### config.mk
export PLATFORM = sky130hd
export DESIGN_NAME = scan_sequencer
export DESIGN_NICKNAME = d
export VERILOG_FILES = /design/src/rtl/gomoku_pkg.sv /design/src/rtl/scan_sequencer.sv
export SDC_FILE = /design/constraint.sdc
export NUM_CORES = 1
export LEC_CHECK = 0
export ABC_AREA = 1
export BUFFER_PORTS_ARGS = -buffer_cell sky130_fd_sc_hd__buf_2
export CORE_AREA = 2 2 39 41
export DETAILED_ROUTE_END_ITERATION = 6
export DIE_AREA = 0 0 41 43
export GPL_TIMING_DRIVEN = 0
export PLACE_DENSITY = 0.68
export SLEW_MARGIN = 20
export SYNTH_ARGS = -nofsm -noshare
export SYNTH_HDL_FRONTEND = slang
export SYNTH_SLANG_ARGS = --single-unit
### constraint.sdc
create_clock -name i_clk -period 1.35 [get_ports i_clk]
set_clock_uncertainty 0.2 [all_clocks]
set_input_delay 0.27 -clock i_clk [delete_from_list [all_inputs] [get_ports i_clk]]
set_output_delay 0.27 -clock i_clk [all_outputs]
set_load 0.02 [all_outputs]
### src/rtl/gomoku_pkg.sv
package gomoku_pkg;

    // Cell coding on the board.
    typedef logic [1:0] cell_t;

    localparam cell_t CELL_B   = 2'd0;  // Black stone.
    localparam cell_t CELL_W   = 2'd1;  // White stone.
    localparam cell_t CELL_E   = 2'd2;  // Empty.
    localparam cell_t CELL_BAD = 2'd3;  // Never legal.

    // Scan directions, each steps away from the anchor.
    typedef logic [1:0] dir_t;

    localparam dir_t DIR_VERT = 2'd0;  // Down.
    localparam dir_t DIR_HORZ = 2'd1;  // Right.
    localparam dir_t DIR_DR   = 2'd2;  // Down and right.
    localparam dir_t DIR_DL   = 2'd3;  // Down and left.

    typedef logic signed [31:0] score_t;

    localparam score_t FIVE         = 32'sd1000000;
    localparam score_t FOUR         = 32'sd100000;
    localparam score_t BLOCKED_FOUR = 32'sd10000;
    localparam score_t THREE        = 32'sd1000;
    localparam score_t TWO          = 32'sd100;

    // Cell 0 is the anchor and sits leftmost.
    typedef cell_t [0:4] win5_t;
    typedef cell_t [0:5] win6_t;

    localparam int N_FIVE = 12;
    localparam int N_SIX  = 14;

    localparam win5_t FIVE_PATTERNS [N_FIVE] = '{
        {CELL_B, CELL_B, CELL_B, CELL_B, CELL_B},
        {CELL_E, CELL_B, CELL_B, CELL_B, CELL_E},
        {CELL_E, CELL_B, CELL_E, CELL_B, CELL_E},
        {CELL_B, CELL_E, CELL_B, CELL_B, CELL_B},
        {CELL_B, CELL_B, CELL_B, CELL_E, CELL_B},
        {CELL_B, CELL_B, CELL_E, CELL_B, CELL_B},
        {CELL_W, CELL_W, CELL_W, CELL_W, CELL_W},
        {CELL_E, CELL_W, CELL_W, CELL_W, CELL_E},
        {CELL_E, CELL_W, CELL_E, CELL_W, CELL_E},
        {CELL_W, CELL_E, CELL_W, CELL_W, CELL_W},
        {CELL_W, CELL_W, CELL_W, CELL_E, CELL_W},
        {CELL_W, CELL_W, CELL_E, CELL_W, CELL_W}
    };

    localparam score_t FIVE_WEIGHTS [N_FIVE] = '{
        FIVE, THREE, TWO, BLOCKED_FOUR, BLOCKED_FOUR, BLOCKED_FOUR,
        FIVE, THREE, TWO, BLOCKED_FOUR, BLOCKED_FOUR, BLOCKED_FOUR
    };

    // Bit k set means entry k credits white.
    localparam logic [N_FIVE-1:0] FIVE_WHITE = 12'hfc0;

    localparam win6_t SIX_PATTERNS [N_SIX] = '{
        {CELL_E, CELL_B, CELL_B, CELL_B, CELL_B, CELL_E},  // Open four.
        {CELL_E, CELL_B, CELL_B, CELL_B, CELL_B, CELL_W},
        {CELL_W, CELL_B, CELL_B, CELL_B, CELL_B, CELL_E},
        {CELL_E, CELL_B, CELL_E, CELL_B, CELL_B, CELL_E},  // Jump threes.
        {CELL_E, CELL_B, CELL_B, CELL_E, CELL_B, CELL_E},
        {CELL_E, CELL_E, CELL_B, CELL_B, CELL_E, CELL_E},
        {CELL_E, CELL_B, CELL_E, CELL_E, CELL_B, CELL_E},
        {CELL_E, CELL_W, CELL_W, CELL_W, CELL_W, CELL_E},
        {CELL_E, CELL_W, CELL_W, CELL_W, CELL_W, CELL_B},
        {CELL_B, CELL_W, CELL_W, CELL_W, CELL_W, CELL_E},
        {CELL_E, CELL_W, CELL_E, CELL_W, CELL_W, CELL_E},
        {CELL_E, CELL_W, CELL_W, CELL_E, CELL_W, CELL_E},
        {CELL_E, CELL_E, CELL_W, CELL_W, CELL_E, CELL_E},
        {CELL_E, CELL_W, CELL_E, CELL_E, CELL_W, CELL_E}
    };

    localparam score_t SIX_WEIGHTS [N_SIX] = '{
        FOUR, BLOCKED_FOUR, BLOCKED_FOUR, THREE, THREE, TWO, TWO,
        FOUR, BLOCKED_FOUR, BLOCKED_FOUR, THREE, THREE, TWO, TWO
    };

    localparam logic [N_SIX-1:0] SIX_WHITE = 14'h3f80;

endpackage

### src/rtl/scan_sequencer.sv
`timescale 1ns/10ps

module scan_sequencer #(
    parameter int BOARD_SIZE = 15
) (
    input  logic             i_clk,
    input  logic             i_rst_n,
    input  logic             i_start_i,
    output logic [3:0]       o_row_o,
    output logic [3:0]       o_col_o,
    output gomoku_pkg::dir_t o_dir_o,
    output logic             o_step_o,
    output logic             o_last_o
);

    typedef enum logic {
        S_IDLE,
        S_SCAN
    } state_t;

    localparam logic [3:0] LAST_IDX = 4'(BOARD_SIZE - 1);

    state_t state_r;
    logic   col_end;
    logic   row_end;
    logic   dir_end;

    assign col_end  = (o_col_o == LAST_IDX);
    assign row_end  = (o_row_o == LAST_IDX);
    assign dir_end  = (o_dir_o == gomoku_pkg::DIR_DL);
    assign o_step_o = (state_r == S_SCAN);  // One anchor per cycle while scanning.
    assign o_last_o = col_end && row_end && dir_end;  // Counters rest at zero while idle.

    always_ff @(posedge i_clk) begin
        if (!i_rst_n) begin
            state_r <= S_IDLE;
            o_row_o <= '0;
            o_col_o <= '0;
            o_dir_o <= gomoku_pkg::DIR_VERT;
        end else begin
            case (state_r)
                S_IDLE: begin
                    if (i_start_i) begin
                        state_r <= S_SCAN;
                    end
                end
                S_SCAN: begin
                    if (o_last_o) begin
                        state_r <= S_IDLE;
                    end
                    o_col_o <= col_end ? 4'd0 : o_col_o + 4'd1;
                    if (col_end) begin
                        o_row_o <= row_end ? 4'd0 : o_row_o + 4'd1;
                        if (row_end) begin
                            o_dir_o <= o_dir_o + 2'd1;  // Wraps to vertical after the last.
                        end
                    end
                end
                default: state_r <= S_IDLE;
            endcase
        end
    end

    assert property (@(posedge i_clk) disable iff (!i_rst_n) o_last_o |-> o_step_o);

endmodule

## After elaboration in Yosys (flattened, before gate mapping)

Cells that the tools add are included.

| storage, ports and cells | value |
|---|---|
| output and inout port bits | 12 |
| word-level logic and storage cells | 20 |
| flip-flop bits (word level) | 11 |
| bits of input ports | 3 |

| operators by class | value |
|---|---|
| reductions and logical operators | 4 |
| eq/ne operators | 3 |
| add/subtract/negate cells | 3 |
| multiplexer cells | 5 |
| bitwise gates (word level) | 1 |

Operator list:

| cell | count |
|---|---|
| adder 4 x 1 -> 4 bit (second input constant) | 2 |
| == test 4 bit (second input constant) | 2 |
| two-way mux 4 bit | 2 |
| AND reduction 3 bit | 1 |
| adder 2 x 1 -> 2 bit (second input constant) | 1 |
| == test 2 bit (second input constant) | 1 |
| logical AND 1 bit | 2 |
| two-way mux 1 bit | 2 |
| case mux 1 bit (2 select lines) | 1 |
| AND reduction 2 bit | 1 |
| NOT 1 bit | 1 |

## Longest topological paths before layout

Gate-level depths: netlist (run 1).

| depth | value |
|---|---|
| depth in word-level cells | 5 |
| gate-level depth with buffers | 8 |
| depth with buffers taken out | 8 |

## Worst setup path before layout (run 1)

No wires, ideal clock.

| path | value |
|---|---|
| path kind | reg2out |
| start | register o_row_o[2] |
| end | output o_last_o |
| data required time | 880 ps |
| path slack | -275 ps |
| arrival | 1155 ps |
| cell stages (with the launch flop) | 5 |
| buffers on the path | 0 |
| cell sequence | dfxtp_1 nand2_1 nor2_4 inv_2 nor2_1 |

| on the way | value |
|---|---|
| word-level cells in the longest chain between the ends | 3 |

RTL lines:

| element | RTL line | source |
|---|---|---|
| start: declaration | scan_sequencer.sv:9 | `output logic [3:0] o_row_o,` |
| start signal: assignment | scan_sequencer.sv:53 | `o_row_o <= row_end ? 4'd0 : o_row_o + 4'd1;` |
| == test 4 bit | scan_sequencer.sv:29 | `assign row_end = (o_row_o == LAST_IDX);` |
| logical AND 1 bit (2 in a row) | scan_sequencer.sv:32 | `assign o_last_o = col_end && row_end && dir_end;` |
| end: declaration | scan_sequencer.sv:13 | `output logic o_last_o` |

Every way passes these cells.

## Final worst setup path (run 1)

| path | value |
|---|---|
| start | register o_col_o[3] |
| end | output o_last_o |

| on the way | value |
|---|---|
| word-level cells in the longest chain between the ends | 3 |

RTL lines:

| element | RTL line | source |
|---|---|---|
| start: declaration | scan_sequencer.sv:10 | `output logic [3:0] o_col_o,` |
| start signal: assignment | scan_sequencer.sv:51 | `o_col_o <= col_end ? 4'd0 : o_col_o + 4'd1;` |
| == test 4 bit | scan_sequencer.sv:28 | `assign col_end = (o_col_o == LAST_IDX);` |
| logical AND 1 bit (2 in a row) | scan_sequencer.sv:32 |  |

Every way passes these cells.

==> results.py, run 1 <==
metrics = {
    "run_status": {
        "status": "complete, but fails checks",
        "violations": "setup timing",
    },
    "synth": {
        "synth-simple-area-share_pct": 39.8,
        "synthMuxAreaShare_pct": 0,
        "synth_warnings": 0,
        "syn_area_um2": 584,
        "yosys.area_share.adder_pct": 2.14,
        "yosysSeqAreaShare_pct": 37.7,
        "synth-seq-cells": 11,
        "synth_xor_area_share_pct": 1.50,
        "syn_inst": 82,
        "synth_top_family_by_area": "simple AND/OR/NAND/NOR gates",
        "synth_cell_types": 20,
        "syn_area_per_cell_um2": 7.13,
        "synth_compound_area_share_pct": 9.21,
        "syn_nets": 86,
    },
    "sta": {
        "slew_viol_final": 0,
        "finalSetupViolations": 10,
        "slew_headroom_pct": 83.2,
        "worst_pin_slew_ns": 0.249,
        "fmax_mhz": 629,
        "setup_ws_ns": -0.241,
        "rsz0062_at_grt": "yes",
        "timing.final.crit_share_pct": 118,
        "hold_viol": 0,
        "final.min_clock_period_ns": 1.59,
        "setup_tns_ns": -0.951,
    },
    "global_routing": {
        "grt_use_total_pct": 19.5,
        "grt_pass1_wl_um": 2220,
        "grt_max_degree": 9,
        "grt_pass1_vias": 536,
        "grt_antenna_before_repair": 0,
        "overflow": 0,
    },
    "critical_path": {
        "cp.arrival_ns": 1.12,
        "endpoint_kind": "output pin",
        "critical_path_class": "flop to output pin",
        "cp-start-kind": "flop",
        "crit_fanout": 3,
        "cp_slowest_cell": "dfxtp_2",
        "cp_common_cell": "nor2_4",
        "crit_required_ns": 0.88,
        "critical_path.cell_chain": "nand2_4 -> nor2_4 -> nand2_2 -> nor2_4 -> buf_6",
        "critPathMaxStageDelay_ns": 0.36,
    },
    "detailed_routing": {
        "drt_iter0_markers": 16,
        "vias_per_cell": 4.94,
        "via_count": 652,
        "ant_nets": 0,
        "drt-pass1-iter-count": 4,
        "routedWlPerCell_um": 12.4,
        "route.detailed.drc": 0,
        "finalWirelength_um": 1630,
    },
    "placed_design": {
        "portBuffers": 14,
        "post-dp-hpwl_um": 886,
        "gp_congestion": 0.829,
    },
    "power_and_ir_drop": {
        "p_leak_nw": 0.459,
        "power_density_mw_per_mm2": 670,
        "ir_worst_vdd_mv": 0.391,
        "power.total_mw": 0.639,
    },
    "floorplanning": {
        "die_area_mm2": 0.00176,
        "core_area_mm2": 0.00138,
        "dieWidth_um": 41,
        "dieHeight_um": 43,
        "boundaryPins": 15,
        "row_count": 14,
        "start_util_pct": 42.2,
    },
    "cts": {
        "root_buffer": "clkbuf_4",
        "h-tree-depth": 1,
        "clkLatencyLatePin_ns": 0.28,
        "path_clk_slew_ns": 0.07,
        "cts_buffer_depth": 2,
        "hold_buffers": 0,
        "cts_made_buffers": 3,
        "clock-sinks": 11,
        "cts_tree": "built",
    },
    "finish": {
        "nets": 121,
        "area_growth_pct": 63.4,
        "final_common_cell": "nand2_1",
        "final_cell_mix": "nand2_1, buf_6, buf_4",
        "diodes": 0,
        "drive_above_1_share_pct": 57.8,
        "fillers": 114,
    },
    "hold_path": {
        "hp-class": "input port to flop",
    },
    "job": {
        "cap_violations": 0,
    },
}
==> sequential cells by signal (all words and copies together), names as in the netlist <==
| register | cells |
|---|---|
| o_col_o | 4 |
| o_row_o | 4 |
| o_dir_o | 2 |
| o_step_o | 1 |
==> metrics by stage <==
step / worst slack, ns / utilization [%] / hold slack [ns] / cell area, µm² / std cells
global placement: -0.0895 / 49.9 / 0.259 / 691 / 112
CTS: -0.229 / 61.9 / 0.0637 / 857 / 125
global route: -0.282 / 69.0 / 0.0704 / 955 / 132
finish: -0.241 / 69.0 / 0.0661 / 955 / 132
floorplan: -0.0531 / - / 0.191 / 601 / 82
detailed placement: -0.0937 / 49.9 / 0.283 / 691 / 112
==> worst paths after layout <==
check,start,endpoint,slack (ns),cells after the start
worst max-delay path,o_col_o[3],o_last_o,-0.24,5
worst max register to register,o_col_o[0],o_dir_o[0],-0.14,8
worst min-delay path,i_rst_n,o_dir_o[1],0.07,3
worst min register to register,o_dir_o[1],o_dir_o[1],0.31,2
==> where the power goes <==
group | switching, mW | internal [mW]
sequential | 0.00582 | 0.327
combinational | 0.0386 | 0.0283
clock | 0.124 | 0.115
==> cells by family after synthesis <==
family,count (synthesis)
AND/OR/NAND/NOR,46
flip-flops,11
AO/OA/AOI/OAI,9
adder cells (fa/ha/maj),1
XOR/XNOR,1
buffers and inverters,14
==> timing repair <==
action                                  in CTS  in global routing
buffers inserted                             9                  7
pin swaps                                    3                  6
resized for setup                           26                 13
endpoints found under the setup margin       4                 13
==> worst max-delay path: cells and delay by family (launching register included) <==
family | cells | cell delay, ns
AND/OR/NAND/NOR | 4 | 0.36
flip-flops | 1 | 0.36
buffers and inverters | 1 | 0.12
==> cell usage after synthesis (all sizes together) <==
| cell type | number | area, µm² |
|---|---|---|
| a211oi | 1 | 7.51 |
| nand2 | 23 | 96.3 |
| dfxtp | 11 | 220 |
| nor2 | 14 | 77.6 |
| buf | 1 | 7.51 |
| a21oi | 3 | 15.0 |
| nor3b | 1 | 7.51 |
| nor3 | 2 | 21.3 |
| xor2 | 1 | 8.76 |
| ha | 1 | 12.5 |
| o21ai | 4 | 23.8 |
| nand3 | 6 | 30.0 |
| inv | 13 | 48.8 |
| o21bai | 1 | 7.51 |
==> per-layer routing <==
metal	vias to the layer above	GRT usage, %	part of all wire, %	wire length (µm)
li1	321	-	-	-
met1	305	21.5	41	676
met2	20	30.0	49	806
met3	6	5.24	5.8	94
met4	0	14.0	3.5	57
met5	-	0	0	0
==> area by class of cell <==
cell class	count	area, µm²	area share (%)
flip-flops and latches	11	241	25.3
inverters	13	48.8	5.11
well taps	16	20.0	2.10
clock buffers	4	26.3	2.75
repair buffers	30	256	26.9
plain buffers	1	11.3	1.18
multi-input cells	57	350	36.7
(Power assumes the default switching activity.)
==> run 2, diff against run 1 <==
CORE_AREA = unset   (was 2 2 39 41)
CORE_MARGIN = 2   (was unset)
CORE_UTILIZATION = 43   (was unset)
DIE_AREA = unset   (was 0 0 41 43)
PLACE_DENSITY = 0.67   (was 0.68)
==> run 2 against run 1 <==
The flow still finishes with violations (setup timing). Cell area shrank 2.6%. Power shrank 0.60%. Wire length shrank 8.4%. Sequential power is essentially flat. Clock-buffer cell count is the same. Global-route usage grew 0.070 points.
==> results.py, run 2 (synthesized netlist as in run 1, its figures left out) <==
metrics = {
    "hold_path": {
        "hp-class": "input port to flop",
        "holdCritStartpoint": "i_rst_n",
    },
    "placed_design": {
        "placed_cells": 111,
        "portBuffers": 14,
        "post-dp-hpwl_um": 791,
        "gp_congestion": 0.685,
        "detailedPlace.worstSlack_ns": -0.105,
    },
    "sta": {
        "final.min_clock_period_ns": 1.61,
        "setup_tns_ns": -0.287,
        "worst_pin_slew_ns": 0.239,
        "rsz0062_at_grt": "yes",
        "hold_viol": 0,
        "slew_headroom_pct": 83.9,
        "finalSetupViolations": 3,
        "fmax_mhz": 621,
        "timing.final.crit_share_pct": 119,
        "timing.hold.ws_ns": 0.0736,
        "slew_viol_final": 0,
        "setup_ws_ns": -0.261,
    },
    "cts": {
        "cts_tree": "built",
        "clkLatencyLatePin_ns": 0.27,
        "cts_buffer_depth": 2,
        "h-tree-depth": 1,
        "clock-sinks": 11,
        "hold_buffers": 0,
        "path_clk_slew_ns": 0.07,
        "root_buffer": "clkbuf_4",
        "cts_made_buffers": 3,
    },
    "critical_path": {
        "cp-start-kind": "flop",
        "crit_required_ns": 0.88,
        "rr_startpoint": "o_col_o[3]",
        "critPathLaunch": "o_row_o[2]",
        "endpoint_kind": "output pin",
        "crit_fanout": 6,
        "cp.arrival_ns": 1.14,
        "critical_path_class": "flop to output pin",
        "r2r_slack_ns": 0,
    },
    "floorplanning": {
        "dieWidth_um": 40.9,
        "boundaryPins": 15,
        "dieHeight_um": 40.9,
        "core_area_mm2": 0.00128,
        "die_area_mm2": 0.00167,
        "start_util_pct": 45.5,
        "row_count": 13,
    },
    "detailed_routing": {
        "finalWirelength_um": 1500,
        "route.detailed.drc": 0,
        "highest_layer": "met4",
        "via_count": 639,
        "wl_met3_um": 80,
        "dr_wl_met2_um": 733,
        "drt_iter0_markers": 20,
        "vias_per_cell": 4.95,
        "met1Wirelength_um": 625,
        "routedWlPerCell_um": 11.6,
        "ant_nets": 0,
        "drt-pass1-iter-count": 4,
    },
    "finish": {
        "diodes": 0,
        "final_common_cell": "nand2_1",
        "top_regs": "o_col_o x4, o_row_o x4, o_dir_o x2",
        "final_cell_mix": "nand2_1, buf_6, buf_4",
        "drive_above_1_share_pct": 56.1,
        "fin_cells": 129,
        "fin_util_pct": 72.3,
        "area_growth_pct": 59.1,
        "nets": 119,
    },
    "global_routing": {
        "grt_use_total_pct": 19.5,
        "overflow": 0,
        "grt_max_degree": 9,
        "grt_pass1_vias": 507,
        "grt_antenna_before_repair": 0,
        "grt_pass1_wl_um": 2080,
    },
    "job": {
        "cap_violations": 0,
    },
    "power_and_ir_drop": {
        "ir_worst_vdd_mv": 0.460,
        "p_leak_nw": 0.448,
        "power_density_mw_per_mm2": 683,
    },
    "run_status": {
        "violations": "setup timing",
        "status": "complete, but fails checks",
    },
}
## run 2: critical path, stage by stage (launching register included)
cell and delay (ns):
dfxtp_4 0.39, nand2_4 0.06, nor2_4 0.13, inv_2 0.06, nor2_4 0.10, buf_6 0.12
## run 2: through the flow
step                      total power, mW  cell area [µm²]
after CTS                           0.627              845
final                               0.635              930
after floorplan                     0.380              601
after global routing                0.674              930
after global placement              0.394              689
after detailed placement            0.395              689
## run 2: cell type report
cell class | instances | area, µm²
fillers | 89 | 355
multi-input cells | 57 | 348
flip-flops and latches | 11 | 244
repair buffers | 28 | 228
inverters | 13 | 53.8
clock buffers | 4 | 26.3
well taps | 15 | 18.8
plain buffers | 1 | 11.3
## run 2: metal layers
layer,GRT usage (%),up-vias
li1,-,321
met1,24.2,286
met2,31.6,26
met3,3.26,6
met4,10.8,0
met5,0,-
## run 2: report_power, final
part	switching [mW]	internal, mW	total [mW]
clock	0.121	0.115	0.235
sequential	0.00646	0.326	0.332
combinational	0.0380	0.0297	0.0677
total	0.165	0.470	0.635
## run 2: path summary, 6_finish.rpt
kind                 to  cells after the start
max            o_last_o                      5
min          o_dir_o[1]                      3
max reg2reg    o_step_o                      8
min reg2reg  o_dir_o[1]                      2
## run 2: timing repair
action	CTS	global route
hold endpoints to repair	0	0
resized for setup	23	14
pin swaps	2	4
endpoints found under the setup margin	4	12
buffers inserted	9	5
