===== src/rtl/gomoku_pkg.sv =====
package gomoku_pkg;

    // Cell coding on the board.
    typedef logic [1:0] cell_t;

    localparam cell_t CELL_B   = 2'd0;  // Black stone.
    localparam cell_t CELL_W   = 2'd1;  // White stone.
    localparam cell_t CELL_E   = 2'd2;  // Empty.
    localparam cell_t CELL_BAD = 2'd3;  // Never legal.

    // Scan directions, each steps away from the anchor.
    typedef logic [1:0] dir_t;

    localparam dir_t DIR_VERT = 2'd0;  // Down.
    localparam dir_t DIR_HORZ = 2'd1;  // Right.
    localparam dir_t DIR_DR   = 2'd2;  // Down and right.
    localparam dir_t DIR_DL   = 2'd3;  // Down and left.

    typedef logic signed [31:0] score_t;

    localparam score_t FIVE         = 32'sd1000000;
    localparam score_t FOUR         = 32'sd100000;
    localparam score_t BLOCKED_FOUR = 32'sd10000;
    localparam score_t THREE        = 32'sd1000;
    localparam score_t TWO          = 32'sd100;

    // Cell 0 is the anchor and sits leftmost.
    typedef cell_t [0:4] win5_t;
    typedef cell_t [0:5] win6_t;

    localparam int N_FIVE = 12;
    localparam int N_SIX  = 14;

    localparam win5_t FIVE_PATTERNS [N_FIVE] = '{
        {CELL_B, CELL_B, CELL_B, CELL_B, CELL_B},
        {CELL_E, CELL_B, CELL_B, CELL_B, CELL_E},
        {CELL_E, CELL_B, CELL_E, CELL_B, CELL_E},
        {CELL_B, CELL_E, CELL_B, CELL_B, CELL_B},
        {CELL_B, CELL_B, CELL_B, CELL_E, CELL_B},
        {CELL_B, CELL_B, CELL_E, CELL_B, CELL_B},
        {CELL_W, CELL_W, CELL_W, CELL_W, CELL_W},
        {CELL_E, CELL_W, CELL_W, CELL_W, CELL_E},
        {CELL_E, CELL_W, CELL_E, CELL_W, CELL_E},
        {CELL_W, CELL_E, CELL_W, CELL_W, CELL_W},
        {CELL_W, CELL_W, CELL_W, CELL_E, CELL_W},
        {CELL_W, CELL_W, CELL_E, CELL_W, CELL_W}
    };

    localparam score_t FIVE_WEIGHTS [N_FIVE] = '{
        FIVE, THREE, TWO, BLOCKED_FOUR, BLOCKED_FOUR, BLOCKED_FOUR,
        FIVE, THREE, TWO, BLOCKED_FOUR, BLOCKED_FOUR, BLOCKED_FOUR
    };

    // Bit k set means entry k credits white.
    localparam logic [N_FIVE-1:0] FIVE_WHITE = 12'hfc0;

    localparam win6_t SIX_PATTERNS [N_SIX] = '{
        {CELL_E, CELL_B, CELL_B, CELL_B, CELL_B, CELL_E},  // Open four.
        {CELL_E, CELL_B, CELL_B, CELL_B, CELL_B, CELL_W},
        {CELL_W, CELL_B, CELL_B, CELL_B, CELL_B, CELL_E},
        {CELL_E, CELL_B, CELL_E, CELL_B, CELL_B, CELL_E},  // Jump threes.
        {CELL_E, CELL_B, CELL_B, CELL_E, CELL_B, CELL_E},
        {CELL_E, CELL_E, CELL_B, CELL_B, CELL_E, CELL_E},
        {CELL_E, CELL_B, CELL_E, CELL_E, CELL_B, CELL_E},
        {CELL_E, CELL_W, CELL_W, CELL_W, CELL_W, CELL_E},
        {CELL_E, CELL_W, CELL_W, CELL_W, CELL_W, CELL_B},
        {CELL_B, CELL_W, CELL_W, CELL_W, CELL_W, CELL_E},
        {CELL_E, CELL_W, CELL_E, CELL_W, CELL_W, CELL_E},
        {CELL_E, CELL_W, CELL_W, CELL_E, CELL_W, CELL_E},
        {CELL_E, CELL_E, CELL_W, CELL_W, CELL_E, CELL_E},
        {CELL_E, CELL_W, CELL_E, CELL_E, CELL_W, CELL_E}
    };

    localparam score_t SIX_WEIGHTS [N_SIX] = '{
        FOUR, BLOCKED_FOUR, BLOCKED_FOUR, THREE, THREE, TWO, TWO,
        FOUR, BLOCKED_FOUR, BLOCKED_FOUR, THREE, THREE, TWO, TWO
    };

    localparam logic [N_SIX-1:0] SIX_WHITE = 14'h3f80;

endpackage


===== src/rtl/score_accumulator.sv =====
`timescale 1ns/10ps

module score_accumulator (
    input  logic               i_clk,
    input  logic               i_rst_n,
    input  logic               i_step_i,
    input  logic               i_last_i,
    input  gomoku_pkg::score_t i_black5_i,
    input  gomoku_pkg::score_t i_white5_i,
    input  gomoku_pkg::score_t i_black6_i,
    input  gomoku_pkg::score_t i_white6_i,
    output gomoku_pkg::score_t o_score_o,
    output logic               o_finish_o
);

    gomoku_pkg::score_t black_r;
    gomoku_pkg::score_t white_r;
    gomoku_pkg::score_t black_next;
    gomoku_pkg::score_t white_next;
    logic               first_r;  // Next step opens a new scan.

    assign black_next = (first_r ? '0 : black_r) + i_black5_i + i_black6_i;
    assign white_next = (first_r ? '0 : white_r) + i_white5_i + i_white6_i;

    always_ff @(posedge i_clk) begin
        if (!i_rst_n) begin
            first_r    <= 1'b1;
            o_finish_o <= 1'b0;
            o_score_o  <= '0;
        end else begin
            o_finish_o <= i_last_i;
            if (i_last_i) begin
                first_r   <= 1'b1;
                o_score_o <= black_next - white_next;  // Includes this step's sums.
            end else if (i_step_i) begin
                first_r <= 1'b0;
            end
        end
    end

    // Running totals.
    always_ff @(posedge i_clk) begin
        if (i_step_i) begin
            black_r <= black_next;
            white_r <= white_next;
        end
    end

endmodule


===== config.mk =====
export PLATFORM = sky130hd
export DESIGN_NAME = score_accumulator
export DESIGN_NICKNAME = d
export VERILOG_FILES = /design/src/rtl/gomoku_pkg.sv /design/src/rtl/score_accumulator.sv
export SDC_FILE = /design/constraint.sdc
export NUM_CORES = 1
export LEC_CHECK = 0
export ABC_AREA = 1
export ABC_CLOCK_PERIOD_IN_PS = 10000
export BUFFER_PORTS_ARGS = -buffer_cell sky130_fd_sc_hd__buf_2
export CAP_MARGIN = 10
export CORE_MARGIN = 2
export CORE_UTILIZATION = 65
export DETAILED_ROUTE_END_ITERATION = 10
export PLACE_DENSITY = 0.91
export RECOVER_POWER = 100
export SYNTH_ARGS = -nofsm -noshare
export SYNTH_HDL_FRONTEND = slang
export SYNTH_SLANG_ARGS = --single-unit

===== constraint.sdc =====
create_clock -name i_clk -period 10 [get_ports i_clk]
set_clock_uncertainty 0.1 [all_clocks]
set_input_delay 1 -clock i_clk [delete_from_list [all_inputs] [get_ports i_clk]]
set_output_delay 1 -clock i_clk [all_outputs]
set_load 0.1 [all_outputs]

Word level (Yosys, flattened, before mapping)
Cells that the tools add are included.
W data, S select, Z words.
{"block": "word_totals", "in_bits": 132, "ram_bits": 0, "output_inout_bits": 33, "reg_bits": 98, "memories": 0, "latchBits": 0, "elab_cells": 14, "mem_bits_ro": 0}
{"block": "op_classes", "n_eq_ne": 0, "n_addsub": 5, "n_shift": 0, "magnitude_cmp": 0, "div": 0, "multipliers": 0, "muxes": 2, "bitwise_logic": 1, "reduce_logical": 1}
{"cell": "$add A32 B32 Y32", "n": 4}
{"cell": "$mux W32", "n": 2}
{"cell": "$sub A32 B32 Y32", "n": 1}
{"cell": "$reduce_or A2 Y1", "n": 1}
{"cell": "$not A1 Y1", "n": 1}

Logic depth before layout (Yosys ltp)
Gate-level depths: netlist (run 1).
{"block": "logic_depth", "word_depth": 4, "depth_mapped": 29, "ltp_nobuf": 29}

Worst setup path before layout (run 1)
OpenSTA, ideal clock, no wires.
{"block": "synth_timing", "kind": "input-to-reg", "start": "input i_white5_i[1]", "end": "register o_score_o[28]", "required_time_ps": 9785, "t_arrival_ps": 4293, "setup_slack_ps": 5492, "setup_time_ps": 115, "stages": 25, "cell_sequence": "inv_1 -> fa_1 -> inv_1 -> ha_1 -> fa_1 -> nand2_1 -> nand3_1 -> and2_1 -> xnor2_1 -> ha_1 -> inv_1 -> nor3_1 -> nand3_1 -> o2111ai_1 -> nand3_1 -> nand2_1 -> nand2_1 -> inv_2 -> nand2_1 -> nand3_2 -> nand2_1 -> nand2_1 -> nand2_1 -> nand3_1 -> nand2_1"}
{"block": "synth_via", "elab_chain_len": 3}
{"item": "start: declaration", "line": "score_accumulator.sv:9", "rtl": "input gomoku_pkg::score_t i_white5_i,"}
{"item": "$add A32 B32 Y32 (2 in series)", "line": "score_accumulator.sv:23", "rtl": "assign white_next = (first_r ? '0 : white_r) + i_white5_i + i_white6_i;"}
{"item": "$sub A32 B32 Y32", "line": "score_accumulator.sv:34", "rtl": "o_score_o <= black_next - white_next;"}
{"item": "end signal: assignment", "line": "score_accumulator.sv:34"}
{"item": "end: declaration", "line": "score_accumulator.sv:12", "rtl": "output gomoku_pkg::score_t o_score_o,"}
Every way passes these cells.
A chain may end at the register's enable or synchronous reset.

Worst setup path after layout (run 1)
{"block": "layout_timing", "start": "register first_r", "end": "register o_score_o[27]"}
{"block": "layout_via", "elab_chain_len": 4, "elab_cells_between_ends": 7, "classes_between": "add/sub (5); mux (2)"}
{"item": "start: declaration", "line": "score_accumulator.sv:20", "rtl": "logic first_r;"}
{"item": "start signal: assignment", "line": "score_accumulator.sv:27", "rtl": "first_r <= 1'b1;"}
{"item": "start signal: assignment", "line": "score_accumulator.sv:33", "rtl": "first_r <= 1'b1;"}
{"item": "start signal: assignment", "line": "score_accumulator.sv:36", "rtl": "first_r <= 1'b0;"}
{"item": "$mux W32, on equally long branches", "line": "score_accumulator.sv:22, score_accumulator.sv:23"}
{"item": "$add A32 B32 Y32, on equally long branches (2 in series)", "line": "score_accumulator.sv:22, score_accumulator.sv:23"}
{"item": "$sub A32 B32 Y32 *", "line": "score_accumulator.sv:34"}
Every way passes the cells marked *; elsewhere a longest branch is shown, timed or not.

==> results.txt, run 1 <==
----------------------------------------------------
[CTS]
  Clock transition at path regs ... roughly 0.08 ns
  CTS sink cnt ... a little under 100
  Number of H-tree levels ... 3
  Number of buffers created by CTS ... 9
  Worst skew pair latency ... between 0.3 and 0.4 ns
  Cts hold-fix bufs ... 0
  Clock tree from TritonCTS ... done
  Buffer depth of the longest clock path ... 2
  Number of gates given a new drive strength after cts ... 0
  Post-CTS setup-driven buffer insertion count ... 0
  CTS Root Buffer Type ... clkbuf_16

[Floorplanning]
  Number of primary I/O pins ... around 170
  Floorplan die area ... 19400 µm²
  Die outline height ... approximately 140 µm
  Cell row count ... between 40 and 50
  Die width ... 139 µm
  Starting density of the core ... 0.662
  Placeable core area ... 18000 µm²

[Timing]
  Slew Viols, Final ... 96
  Fmax ... ~160 MHz
  Final critical delay including setup and external delays ... roughly 6.3 ns
  Number of endpoints failing setup at the final stage ... 0
  RSZ-0062 raised after global routing ... false
  Setup TNS ... 0 ns
  Slew at the pin closest to its max-slew limit ... just over 4 ns
  Hold Violations, Final ... 0
  Max-slew headroom at the worst pin ... -1.68
  Post-route clock period utilization ... 0.628
  Min setup slack post-route ... ~3.7 ns

[Status]
  Run status ... finished with violations
  Failing checks ... max-capacitance violations, max-slew violations

[GRT]
  Wire length of the first global-routing pass ... around 54 mm
  Via count of the first global-routing pass ... between 10000 and 15000
  Gr ovfl total ... 0
  Aggregate global-route resource usage ... 0.350
  Largest net degree at the start of global routing ... 66
  Number of antenna violations at the first check in global routing ... 0

[Yosys]
  Area fraction in and, or, nand and nor cells after synthesis ... 0.397
  Proportion of synthesized flip-flops having asynchronous set or reset ... 0
  Share of Yosys cell area claimed by the top area cell type ... 0.221
  Predominant post-synthesis flop cell ... edfxtp_1
  Mean post-synth cell area ... between 6 and 7 µm²
  Yosys reg bits ... 98
  Number of distinct standard cells referenced by the synthesized netlist ... 44
  Yosys Warn Count ... 0
  Cells after Synth ... around 1900
  Sequential fraction of the synthesis area ... 0.219
  Library cell occupying the most area in the post-synthesis netlist ... nand2_1
  Compound-cell area share of the yosys netlist ... 0.0529
  Biggest area contributors in the synthesized netlist ... nand2_1, edfxtp_1, inv_1
  Net Count, Synth ... ~2100
  Portion of netlist area occupied by mux cells ... 0
  Post-synthesis cell area ... approximately 12000 µm²
  Combinational family with the most area after synthesis ... simple AND/OR/NAND/NOR gates
  Post-synth EDFFs ... 64
  Fraction of the mapped netlist area in adder cells ... 0.187
  Xor/xnor share of the synthesized area ... 0.0235

[Setup path]
  Crit-path most repeated cell ... nand2_1
  Worst setup path class ... register to register
  Critical path buffers and inverters ... 2
  Critical Path Sink Type ... register
  Master of the slowest instance on the critical path ... clkbuf_1
  Biggest cell delay along the critical path ... 1.18 ns
  Highest fanout seen on the critical path ... 30
  Internal reg-to-reg setup slack ... about 3.7 ns
  Cell family contributing the most delay on the critical path ... simple AND/OR/NAND/NOR gates
  Critical path startpoint category ... register
  Signal arrival time at the worst endpoint ... around 6.4 ns
  Worst path required time ... a little over 10 ns

[Power]
  IR Drop Worst-Case VDD ... between 0.00015 and 0.0002 V
  Total power density per cell area ... around 230 nW/µm²
  P_leak ... approximately 7.6 nW

[Final layout]
  Most frequent cells in the layout ... nand2_1, inv_1, nor2_1, buf_2, nand3_1
  Total Nets Final ... approximately 2300
  Area overhead of the layout relative to synthesis ... 10.8%
  Most common cell after layout, fill and taps aside ... nand2_1
  Diodes inserted ... 0
  Proportion of layout cells with a drive suffix above 1 ... 0.116

[Routing]
  Drc violations ... 0
  Pre-Repair DR Iteration Count ... 5
  Vias ... ~12000
  Violation count after the first detailed-route iteration ... 830
  Total Wirelength ... between 30 and 40 mm
  Routed length per instance ... 14.9 µm
  Via density per instance ... between 5 and 6
  Final ANT Viol Nets ... 0

[Placement]
  Port Buffer Count ... around 160
  Detailed Place HPWL ... approximately 28 mm
  Pre-CTS WS ... 4.83 ns
  Weighted congestion at the end of routability-driven global placement ... 0.992

[Job]
  Max_cap viols ... 2

[Min path]
  Hold Path Class ... register to register

----------------------------------------------------
final cells by class:
class	instances	area [µm²]
Tap cell	229	287
Clock inverter	7	83.8
Clock buffer	9	225
Fill cell	1579	4800
Timing Repair Buffer	167	793
Multi-Input combinational cell	1384	7790
Inverter	367	1380
Sequential cell	98	2600
cells by family (layout without fill, tap and decap cells):
logic type,after synthesis,count (layout)
buffers and inverters,378,550
AO/OA/AOI/OAI,113,113
flip-flops,98,98
adder cells (fa/ha/maj),139,139
AND/OR/NAND/NOR,1101,1101
XOR/XNOR,31,31
Yosys cell counts, types with 3 or more instances:
library cell and n:
a21o_1 6, a21oi_1 54, clkbuf_1 7, dfxtp_1 34
edfxtp_1 64, fa_1 65, ha_1 74, inv_1 358
inv_2 7, nand2_1 699, nand2_2 49, nand2_4 3
nand3_1 110, nand3_2 9, nand4_1 30, nor2_1 154
nor2_2 25, nor2_4 6, nor3_1 7, o21ai_0 33
o21ai_1 4, o21bai_1 4, xnor2_1 13, xor2_1 17
routing by layer:
metal / up-vias / GRT usage / routed length (µm)
met5: - / 0 / 0
met4: 0 / 0.125 / 1170
met3: 84 / 0.0389 / 2800
met2: 543 / 0.593 / 15700
met1: 5532 / 0.469 / 14000
li1: 6051 / - / -
metrics by stage:
step	cells	hold slack [ns]	util	instance area, µm²	power, mW
detailed placement	2245	0.336	0.722	13000	2.68
global placement	2245	0.330	0.722	13000	2.63
floorplan	1860	0.494	-	11900	2.21
finish	2261	0.356	0.733	13200	3.08
CTS	2261	0.354	0.739	13300	3.07
global route	2261	0.383	0.733	13200	3.31
flip-flops by register name, summed over array words and instances (netlist names):
name / flops
black_r: 32
first_r: 1
o_finish_o: 1
o_score_o: 32
white_r: 32
path summary, 6_finish.rpt:
path,cells after the start,to,from
hold / removal,2,o_score_o[28],o_score_o[28]
hold reg to reg,2,o_score_o[28],o_score_o[28]
setup reg to reg,25,o_score_o[27],first_r
setup / recovery,25,o_score_o[27],first_r
worst min-delay path: cells and delay by family, from the launching register on:
kind / cells / cell delay [ns]
flops: 1 / 0.31
simple gates: 2 / 0.10
power breakdown:
part / total, mW / switching [mW] / internal, mW
logic: 2.07 / 1.52 / 0.550
clock network: 0.381 / 0.181 / 0.200
registers: 0.630 / 0.0572 / 0.573
(Power assumes the default switching activity.)
==> run 2, diff against run 1 <==
Settings changed: ABC_CLOCK_PERIOD_IN_PS 10000 to 5900, CORE_UTILIZATION 65 to 60, PLACE_DENSITY 0.91 to 0.85.
Clock period 10 ns to 5.9 ns, I/O delays scaled along.
==> results.txt, run 2 (synthesis results as in run 1) <==
----------------------------------------------------
[Floorplanning]
  Number of primary I/O pins ... 165 (unchanged)
  Placeable core area ... 19500 µm² (+8.3%)
  Die outline height ... 145 µm (+4.0%)
  Die width ... 145 µm (+4.0%)
  Cell row count ... 51 (+4.1%)
  Floorplan die area ... 20900 µm² (+8.1%)
  Starting density of the core ... 0.611 (-0.0510)

[Final layout]
  Proportion of layout cells with a drive suffix above 1 ... 0.114 (-0.00153)
  Most common cell after layout, fill and taps aside ... nand2_1
  Most frequent cells in the layout ... nand2_1, inv_1, nor2_1, buf_2, nand3_1
  Total Nets Final ... 2299 (+0.044%)
  Top flop regs ... black_r (32), o_score_o (32), white_r (32)
  Area overhead of the layout relative to synthesis ... 10.9%
  Diodes inserted ... 0 (unchanged)
  Fill cell total of the finished layout ... 1807 (+14%)

[Timing]
  RSZ-0062 raised after global routing ... false
  Number of endpoints failing setup at the final stage ... 0 (unchanged)
  Slew at the pin closest to its max-slew limit ... 4.15 ns (+0.128 ns)
  Min setup slack post-route ... 0.831 ns (-2.89 ns)
  Final critical delay including setup and external delays ... 5.07 ns (-1.21 ns)
  Hold Violations, Final ... 0 (unchanged)
  Hold slack final ... 0.355 ns (-0.000891 ns)
  Slew Viols, Final ... 66 (-31%)
  Max-slew headroom at the worst pin ... -1.77 (-0.0856)
  Setup TNS ... 0 ns (unchanged)
  Post-route clock period utilization ... 0.859 (+0.231)
  Fmax ... 197 MHz (+24%)

[Setup path]
  Worst setup path class ... register to register
  Crit-path most repeated cell ... nand2_1
  Critical Path Sink Type ... register
  Setup crit end ... o_score_o[28]
  Biggest cell delay along the critical path ... 0.59 ns (-0.59 ns)
  Worst path required time ... 6.05 ns (-4.11 ns)
  Worst reg2reg endpoint ... o_score_o[28]
  Critical path startpoint category ... register
  CP startpoint ... first_r
  Internal reg-to-reg setup slack ... 0.83 ns (-2.89 ns)
  R2R depth ... 28 (+12%)
  Master of the slowest instance on the critical path ... dfxtp_1
  Signal arrival time at the worst endpoint ... 5.22 ns (-1.22 ns)
  R2R Path Start ... first_r
  Highest fanout seen on the critical path ... 10 (-67%)

[Power]
  Total power density per cell area ... 391 nW/µm² (+67%)
  P_leak ... 7.59 nW (-0.31%)
  IR Drop Worst-Case VDD ... 0.000208 V (+28%)

[CTS]
  CTS sink cnt ... 98 (unchanged)
  CTS Root Buffer Type ... clkbuf_16
  Cts hold-fix bufs ... 0 (unchanged)
  Number of H-tree levels ... 3 (unchanged)
  Number of gates given a new drive strength after cts ... 0 (unchanged)
  Buffer depth of the longest clock path ... 2 (unchanged)
  Post-CTS setup-driven buffer insertion count ... 0 (unchanged)
  Worst skew pair latency ... 0.36 ns (about the same)
  Clock tree from TritonCTS ... done
  Clock transition at path regs ... 0.08 ns (about the same)
  Number of buffers created by CTS ... 9 (unchanged)

[GRT]
  Number of antenna violations at the first check in global routing ... 0 (unchanged)
  Gr ovfl total ... 0 (unchanged)
  Aggregate global-route resource usage ... 0.324 (-0.0258)
  Largest net degree at the start of global routing ... 66 (unchanged)
  Via count of the first global-routing pass ... 11300 (-1.8%)
  Wire length of the first global-routing pass ... 52.3 mm (-3.6%)

[Routing]
  Violation count after the first detailed-route iteration ... 850 (+2.4%)
  Drc violations ... 0 (unchanged)
  Final ANT Viol Nets ... 0 (unchanged)
  Pre-Repair DR Iteration Count ... 5 (unchanged)
  Via density per instance ... 5.23 (-3.1%)
  Routed length per instance ... 14.6 µm (-1.6%)
  Vias ... 12000 (-1.5%)
  Total Wirelength ... 33.6 mm (about the same)

[Status]
  Failing checks ... max-capacitance violations, max-slew violations
  Run status ... finished with violations

[Placement]
  Weighted congestion at the end of routability-driven global placement ... 0.950 (-4.2%)
  Port Buffer Count ... 164 (unchanged)
  Pre-CTS WS ... 1.17 ns (-3.66 ns)
  Detailed Place HPWL ... 28.3 mm (+1.4%)

[Min path]
  Hold Path Class ... register to register

[Job]
  Max_cap viols ... 1 (-1)

----------------------------------------------------
[run 2: critical path: cells and delay by family, from the launching register on]
family	cells	cell delay [ns]
compound gates	1	0.20
xor+xnor	1	0.30
fa+ha+maj	4	1.40
simple gates	17	1.76
flops	1	0.59
buf+inv	5	0.60
[run 2: power by group]
part | switching, mW | internal [mW] | leakage, nW | total [mW]
Clock | 0.300 | 0.292 | 0.127 | 0.593
Sequential | 0.0897 | 0.971 | 0.910 | 1.06
Combinational | 2.57 | 0.933 | 6.55 | 3.50
Total | 2.96 | 2.20 | 7.59 | 5.15
[run 2: stage by stage]
step / std cells / area [µm²] / utilization / total power, mW
2_1_floorplan: 1860 / 11900 / - / 3.74
3_3_place_gp: 2282 / 13000 / 0.669 / 4.48
3_5_place_dp: 2282 / 13000 / 0.669 / 4.55
4_1_cts: 2298 / 13300 / 0.683 / 5.15
5_1_grt: 2298 / 13200 / 0.677 / 5.57
6_report: 2298 / 13200 / 0.677 / 5.15
[run 2: per-layer routing]
layer	vias to the layer above	GRT usage	wire, µm
met2	458	0.556	15500
li1	6053	-	-
met3	67	0.0296	2390
met1	5443	0.428	14800
met5	-	0	0
met4	0	0.121	1010
[run 2: layout make-up]
| cell class | count | area (µm²) | area share |
|---|---|---|---|
| clock buffers | 10 | 229 | 0.0174 |
| repair buffers | 168 | 805 | 0.0610 |
| multi-input cells | 1384 | 7780 | 0.591 |
| clock inverters | 6 | 51.3 | 0.00389 |
| flip-flops and latches | 98 | 2600 | 0.197 |
| inverters | 367 | 1380 | 0.105 |
| well taps | 265 | 332 | 0.0252 |
[run 2: how the worst min path moves through the flow]
| stage | startpoint | endpoint | depth (start not counted) | slack (ns) |
|---|---|---|---|---|
| after floorplan | first_r | first_r | 2 | 0.49 |
| after global placement | o_score_o[7] | o_score_o[7] | 1 | 0.33 |
| after detailed placement | o_score_o[30] | o_score_o[30] | 2 | 0.34 |
| after CTS | o_score_o[30] | o_score_o[30] | 2 | 0.35 |
| after global routing | o_score_o[27] | o_score_o[27] | 2 | 0.38 |
| final | o_score_o[26] | o_score_o[26] | 2 | 0.35 |
==> run 3, diff against run 2 <==
Settings changed: ABC_AREA 1 to unset, CORE_UTILIZATION 60 to 59.
==> results.txt, run 3 <==
----------------------------------------------------
[Timing]
  Slew Viols, Final ... 0 (-100%)
  Final critical delay including setup and external delays ... 5.85 ns (+0.776 ns)
  Number of endpoints failing setup at the final stage ... 0 (unchanged)
  RSZ-0062 raised after global routing ... true
  Slew at the pin closest to its max-slew limit ... 0.989 ns (-3.16 ns)
  Max-slew headroom at the worst pin ... 0.340 (+2.11)
  Hold Violations, Final ... 0 (unchanged)
  Setup TNS ... 0 ns (unchanged)
  Post-route clock period utilization ... 0.991 (+0.132)
  Fmax ... 171 MHz (-13%)

[Placement]
  Port Buffer Count ... 164 (unchanged)
  Weighted congestion at the end of routability-driven global placement ... 0.956 (+0.61%)
  Cell total after placement ... 1489 (-35%)
  Detailed Place HPWL ... 20.7 mm (-27%)

[Final layout]
  Area overhead of the layout relative to synthesis ... 24.5%
  Storage cell area ... 2610 µm² (+0.14%)
  Final std cells w/o fill ... 1534 (-33%)
  Area of the multi-input gates ... 7360 µm² (-5.5%)
  Proportion of layout cells with a drive suffix above 1 ... 0.288 (+0.174)
  Most frequent cells in the layout ... buf_2, nor2_1, buf_4, inv_1, edfxtp_1
  Top flop regs ... black_r (32), o_score_o (32), white_r (32)
  Diodes inserted ... 0 (unchanged)
  Most common cell after layout, fill and taps aside ... buf_2
  Total Nets Final ... 1580 (-31%)
  Fill cell total of the finished layout ... 1168 (-35%)

[Min path]
  Hold Startpoint ... o_score_o[30]
  Terminating pin of the worst hold path ... o_score_o[30]
  Hold depth ... 2 (unchanged)
  Hold Path Class ... register to register

[Setup path]
  Critical Path Sink Type ... register
  Internal reg-to-reg setup slack ... 0.05 ns (-0.78 ns)
  Highest fanout seen on the critical path ... 18 (+8)
  R2R depth ... 23 (-18%)
  Worst reg2reg endpoint ... o_score_o[31]
  R2R Path Start ... first_r
  Critical path startpoint category ... register
  Worst setup path class ... register to register
  Signal arrival time at the worst endpoint ... 5.99 ns (+0.77 ns)
  Worst path required time ... 6.04 ns (about the same)

[CTS]
  Worst skew pair latency ... 0.37 ns (about the same)
  Number of H-tree levels ... 3 (unchanged)
  Number of buffers created by CTS ... 9 (unchanged)
  Buffer depth of the longest clock path ... 2 (unchanged)
  CTS Root Buffer Type ... clkbuf_16
  Cts hold-fix bufs ... 0 (unchanged)
  Clock tree from TritonCTS ... done
  Clock transition at path regs ... 0.07 ns (about the same)
  CTS sink cnt ... 98 (unchanged)

[Routing]
  Violation count after the first detailed-route iteration ... 747 (-12%)
  Vias ... 9123 (-24%)
  Total Wirelength ... 27.7 mm (-18%)
  Final ANT Viol Nets ... 0 (unchanged)
  Routed length per instance ... 18.0 µm (+23%)
  Via density per instance ... 5.95 (+14%)
  Pre-Repair DR Iteration Count ... 5 (unchanged)
  Drc violations ... 0 (unchanged)

[Yosys]
  Yosys reg bits ... 98 (unchanged)
  Predominant post-synthesis flop cell ... edfxtp_1
  Post-synth top cells ... nor2_1, inv_1, ha_1
  Proportion of synthesized flip-flops having asynchronous set or reset ... 0 (unchanged)
  Yosys Warn Count ... 0 (unchanged)
  Post-synthesis cell area ... 9970 µm² (-16%)
  Post-synth EDFFs ... 64 (unchanged)
  Number of distinct standard cells referenced by the synthesized netlist ... 89 (+100%)
  Net Count, Synth ... 1337 (-37%)
  Biggest area contributors in the synthesized netlist ... edfxtp_1, fa_1, ha_1
  Share of Yosys cell area claimed by the top area cell type ... 0.193 (-0.0281)
  Cells after Synth ... 1066 (-43%)
  Sequential fraction of the synthesis area ... 0.261 (+0.0420)
  Mean post-synth cell area ... 9.35 µm² (+46%)
  Most common cell in the netlist ... nor2_1
  Library cell occupying the most area in the post-synthesis netlist ... edfxtp_1

[Status]
  Run status ... complete, no violations

[GRT]
  Aggregate global-route resource usage ... 0.299 (-0.0251)
  Wire length of the first global-routing pass ... 42.8 mm (-18%)
  Via count of the first global-routing pass ... 8807 (-22%)
  Largest net degree at the start of global routing ... 66 (unchanged)
  Gr ovfl total ... 0 (unchanged)
  Number of antenna violations at the first check in global routing ... 0 (unchanged)

[Floorplanning]
  Number of primary I/O pins ... 165 (unchanged)
  Die width ... 134 µm (-7.4%)
  Floorplan die area ... 18000 µm² (-14%)
  Starting density of the core ... 0.603 (-0.00714)
  Cell row count ... 47 (-7.8%)
  Placeable core area ... 16500 µm² (-15%)
  Die outline height ... 134 µm (-7.4%)

[Power]
  Switching power summed over all nets ... 2.89 mW (-2.4%)
  Logic pwr share ... 0.712 (+0.033)
  Int Power ... 3.02 mW (+38%)
  Total power density per cell area ... 476 nW/µm² (+22%)
  IR Drop Worst-Case VDD ... 0.000513 V (+150%)
  P_leak ... 5.60 nW (-26%)
  Switching share of total power ... 0.488 (-0.0855)
  Proportion of power drawn by the clock network ... 0.110 (-0.005)
  Reg power frac ... 0.178 (-0.028)

[Job]
  Max_cap viols ... 0 (-1)

----------------------------------------------------
[run 3: critical path, stage by stage (launching register included)]
cell and delay (ns):
dfxtp_4 0.36, buf_6 0.14, buf_12 0.15, nor2b_2 0.14, fa_1 0.48, ha_4 0.29
o21ai_1 0.29, o21ai_2 0.14, buf_4 0.15, o22ai_2 0.21, xnor2_1 0.18, inv_1 0.10
ha_2 0.23, o41ai_4 0.40, a211oi_2 0.14, o31ai_2 0.29, a2111oi_2 0.13, o21a_1 0.22
o211a_1 0.14, o31a_1 0.31, or4b_4 0.55, a31oi_4 0.16, nor3_1 0.07, or3_1 0.34
[run 3: metal layers]
layer  wire (µm)  GRT usage  vias up  part of all wire
met5           0          0        -                 0
met2       13000      0.493      385              0.47
met3        2070     0.0438       50             0.075
met4         657     0.0987        0             0.024
li1            -          -     4324                 -
met1       11900      0.408     4364              0.43
[run 3: power by group through the flow]
stage	sequential [mW]	clock, mW	combinational (mW)
final	1.05	0.651	4.21
after CTS	1.05	0.656	3.87
after floorplan	1.60	0	2.18
after global routing	1.07	0.673	4.52
after detailed placement	1.06	0	3.68
after global placement	1.06	0	3.63
[run 3: layout make-up]
type,instances,area share
Multi-Input combinational cell,862,0.593
Sequential cell,98,0.210
Timing Repair Buffer,257,0.125
Inverter,81,0.0245
Clock buffer,11,0.0222
Tap cell,220,0.0222
Clock inverter,5,0.00373
[run 3: stage by stage]
step                area, µm²  setup WS [ns]  hold WS [ns]  power (mW)   util
floorplan                9980         0.0158         0.494        3.78      -
global placement        11400         -0.354         0.364        4.70  0.693
detailed placement      11400         -0.520         0.359        4.75  0.693
CTS                     12000        -0.0562         0.373        5.57  0.729
global route            12400         -0.166         0.402        6.26  0.751
finish                  12400         0.0544         0.376        5.91  0.751
[run 3: kinds of logic after synthesis]
family / after synthesis / synth area share
mux: 18 / 0.0182
flops: 98 / 0.261
fa+ha+maj: 144 / 0.228
compound gates: 281 / 0.197
buf+inv: 106 / 0.0419
simple gates: 337 / 0.176
xor+xnor: 82 / 0.0777
[run 3: repair_timing]
action                                  in CTS  in global routing
buffers inserted                            19                 10
endpoints found under the setup margin       5                 12
pin swaps                                   27                 44
resized for setup                           32                 58
[run 3: worst max path at each step]
| stage | from | end | slack (ns) | depth (start not counted) |
|---|---|---|---|---|
| 2_1_floorplan | first_r | o_score_o[31] | 0.02 | 25 |
| 3_3_place_gp | i_white5_i[1] | o_score_o[31] | -0.35 | 25 |
| 3_5_place_dp | i_white5_i[1] | o_score_o[31] | -0.52 | 25 |
| 4_1_cts | first_r | o_score_o[31] | -0.06 | 25 |
| 5_1_grt | first_r | o_score_o[31] | -0.17 | 28 |
| 6_report | first_r | o_score_o[31] | 0.05 | 23 |
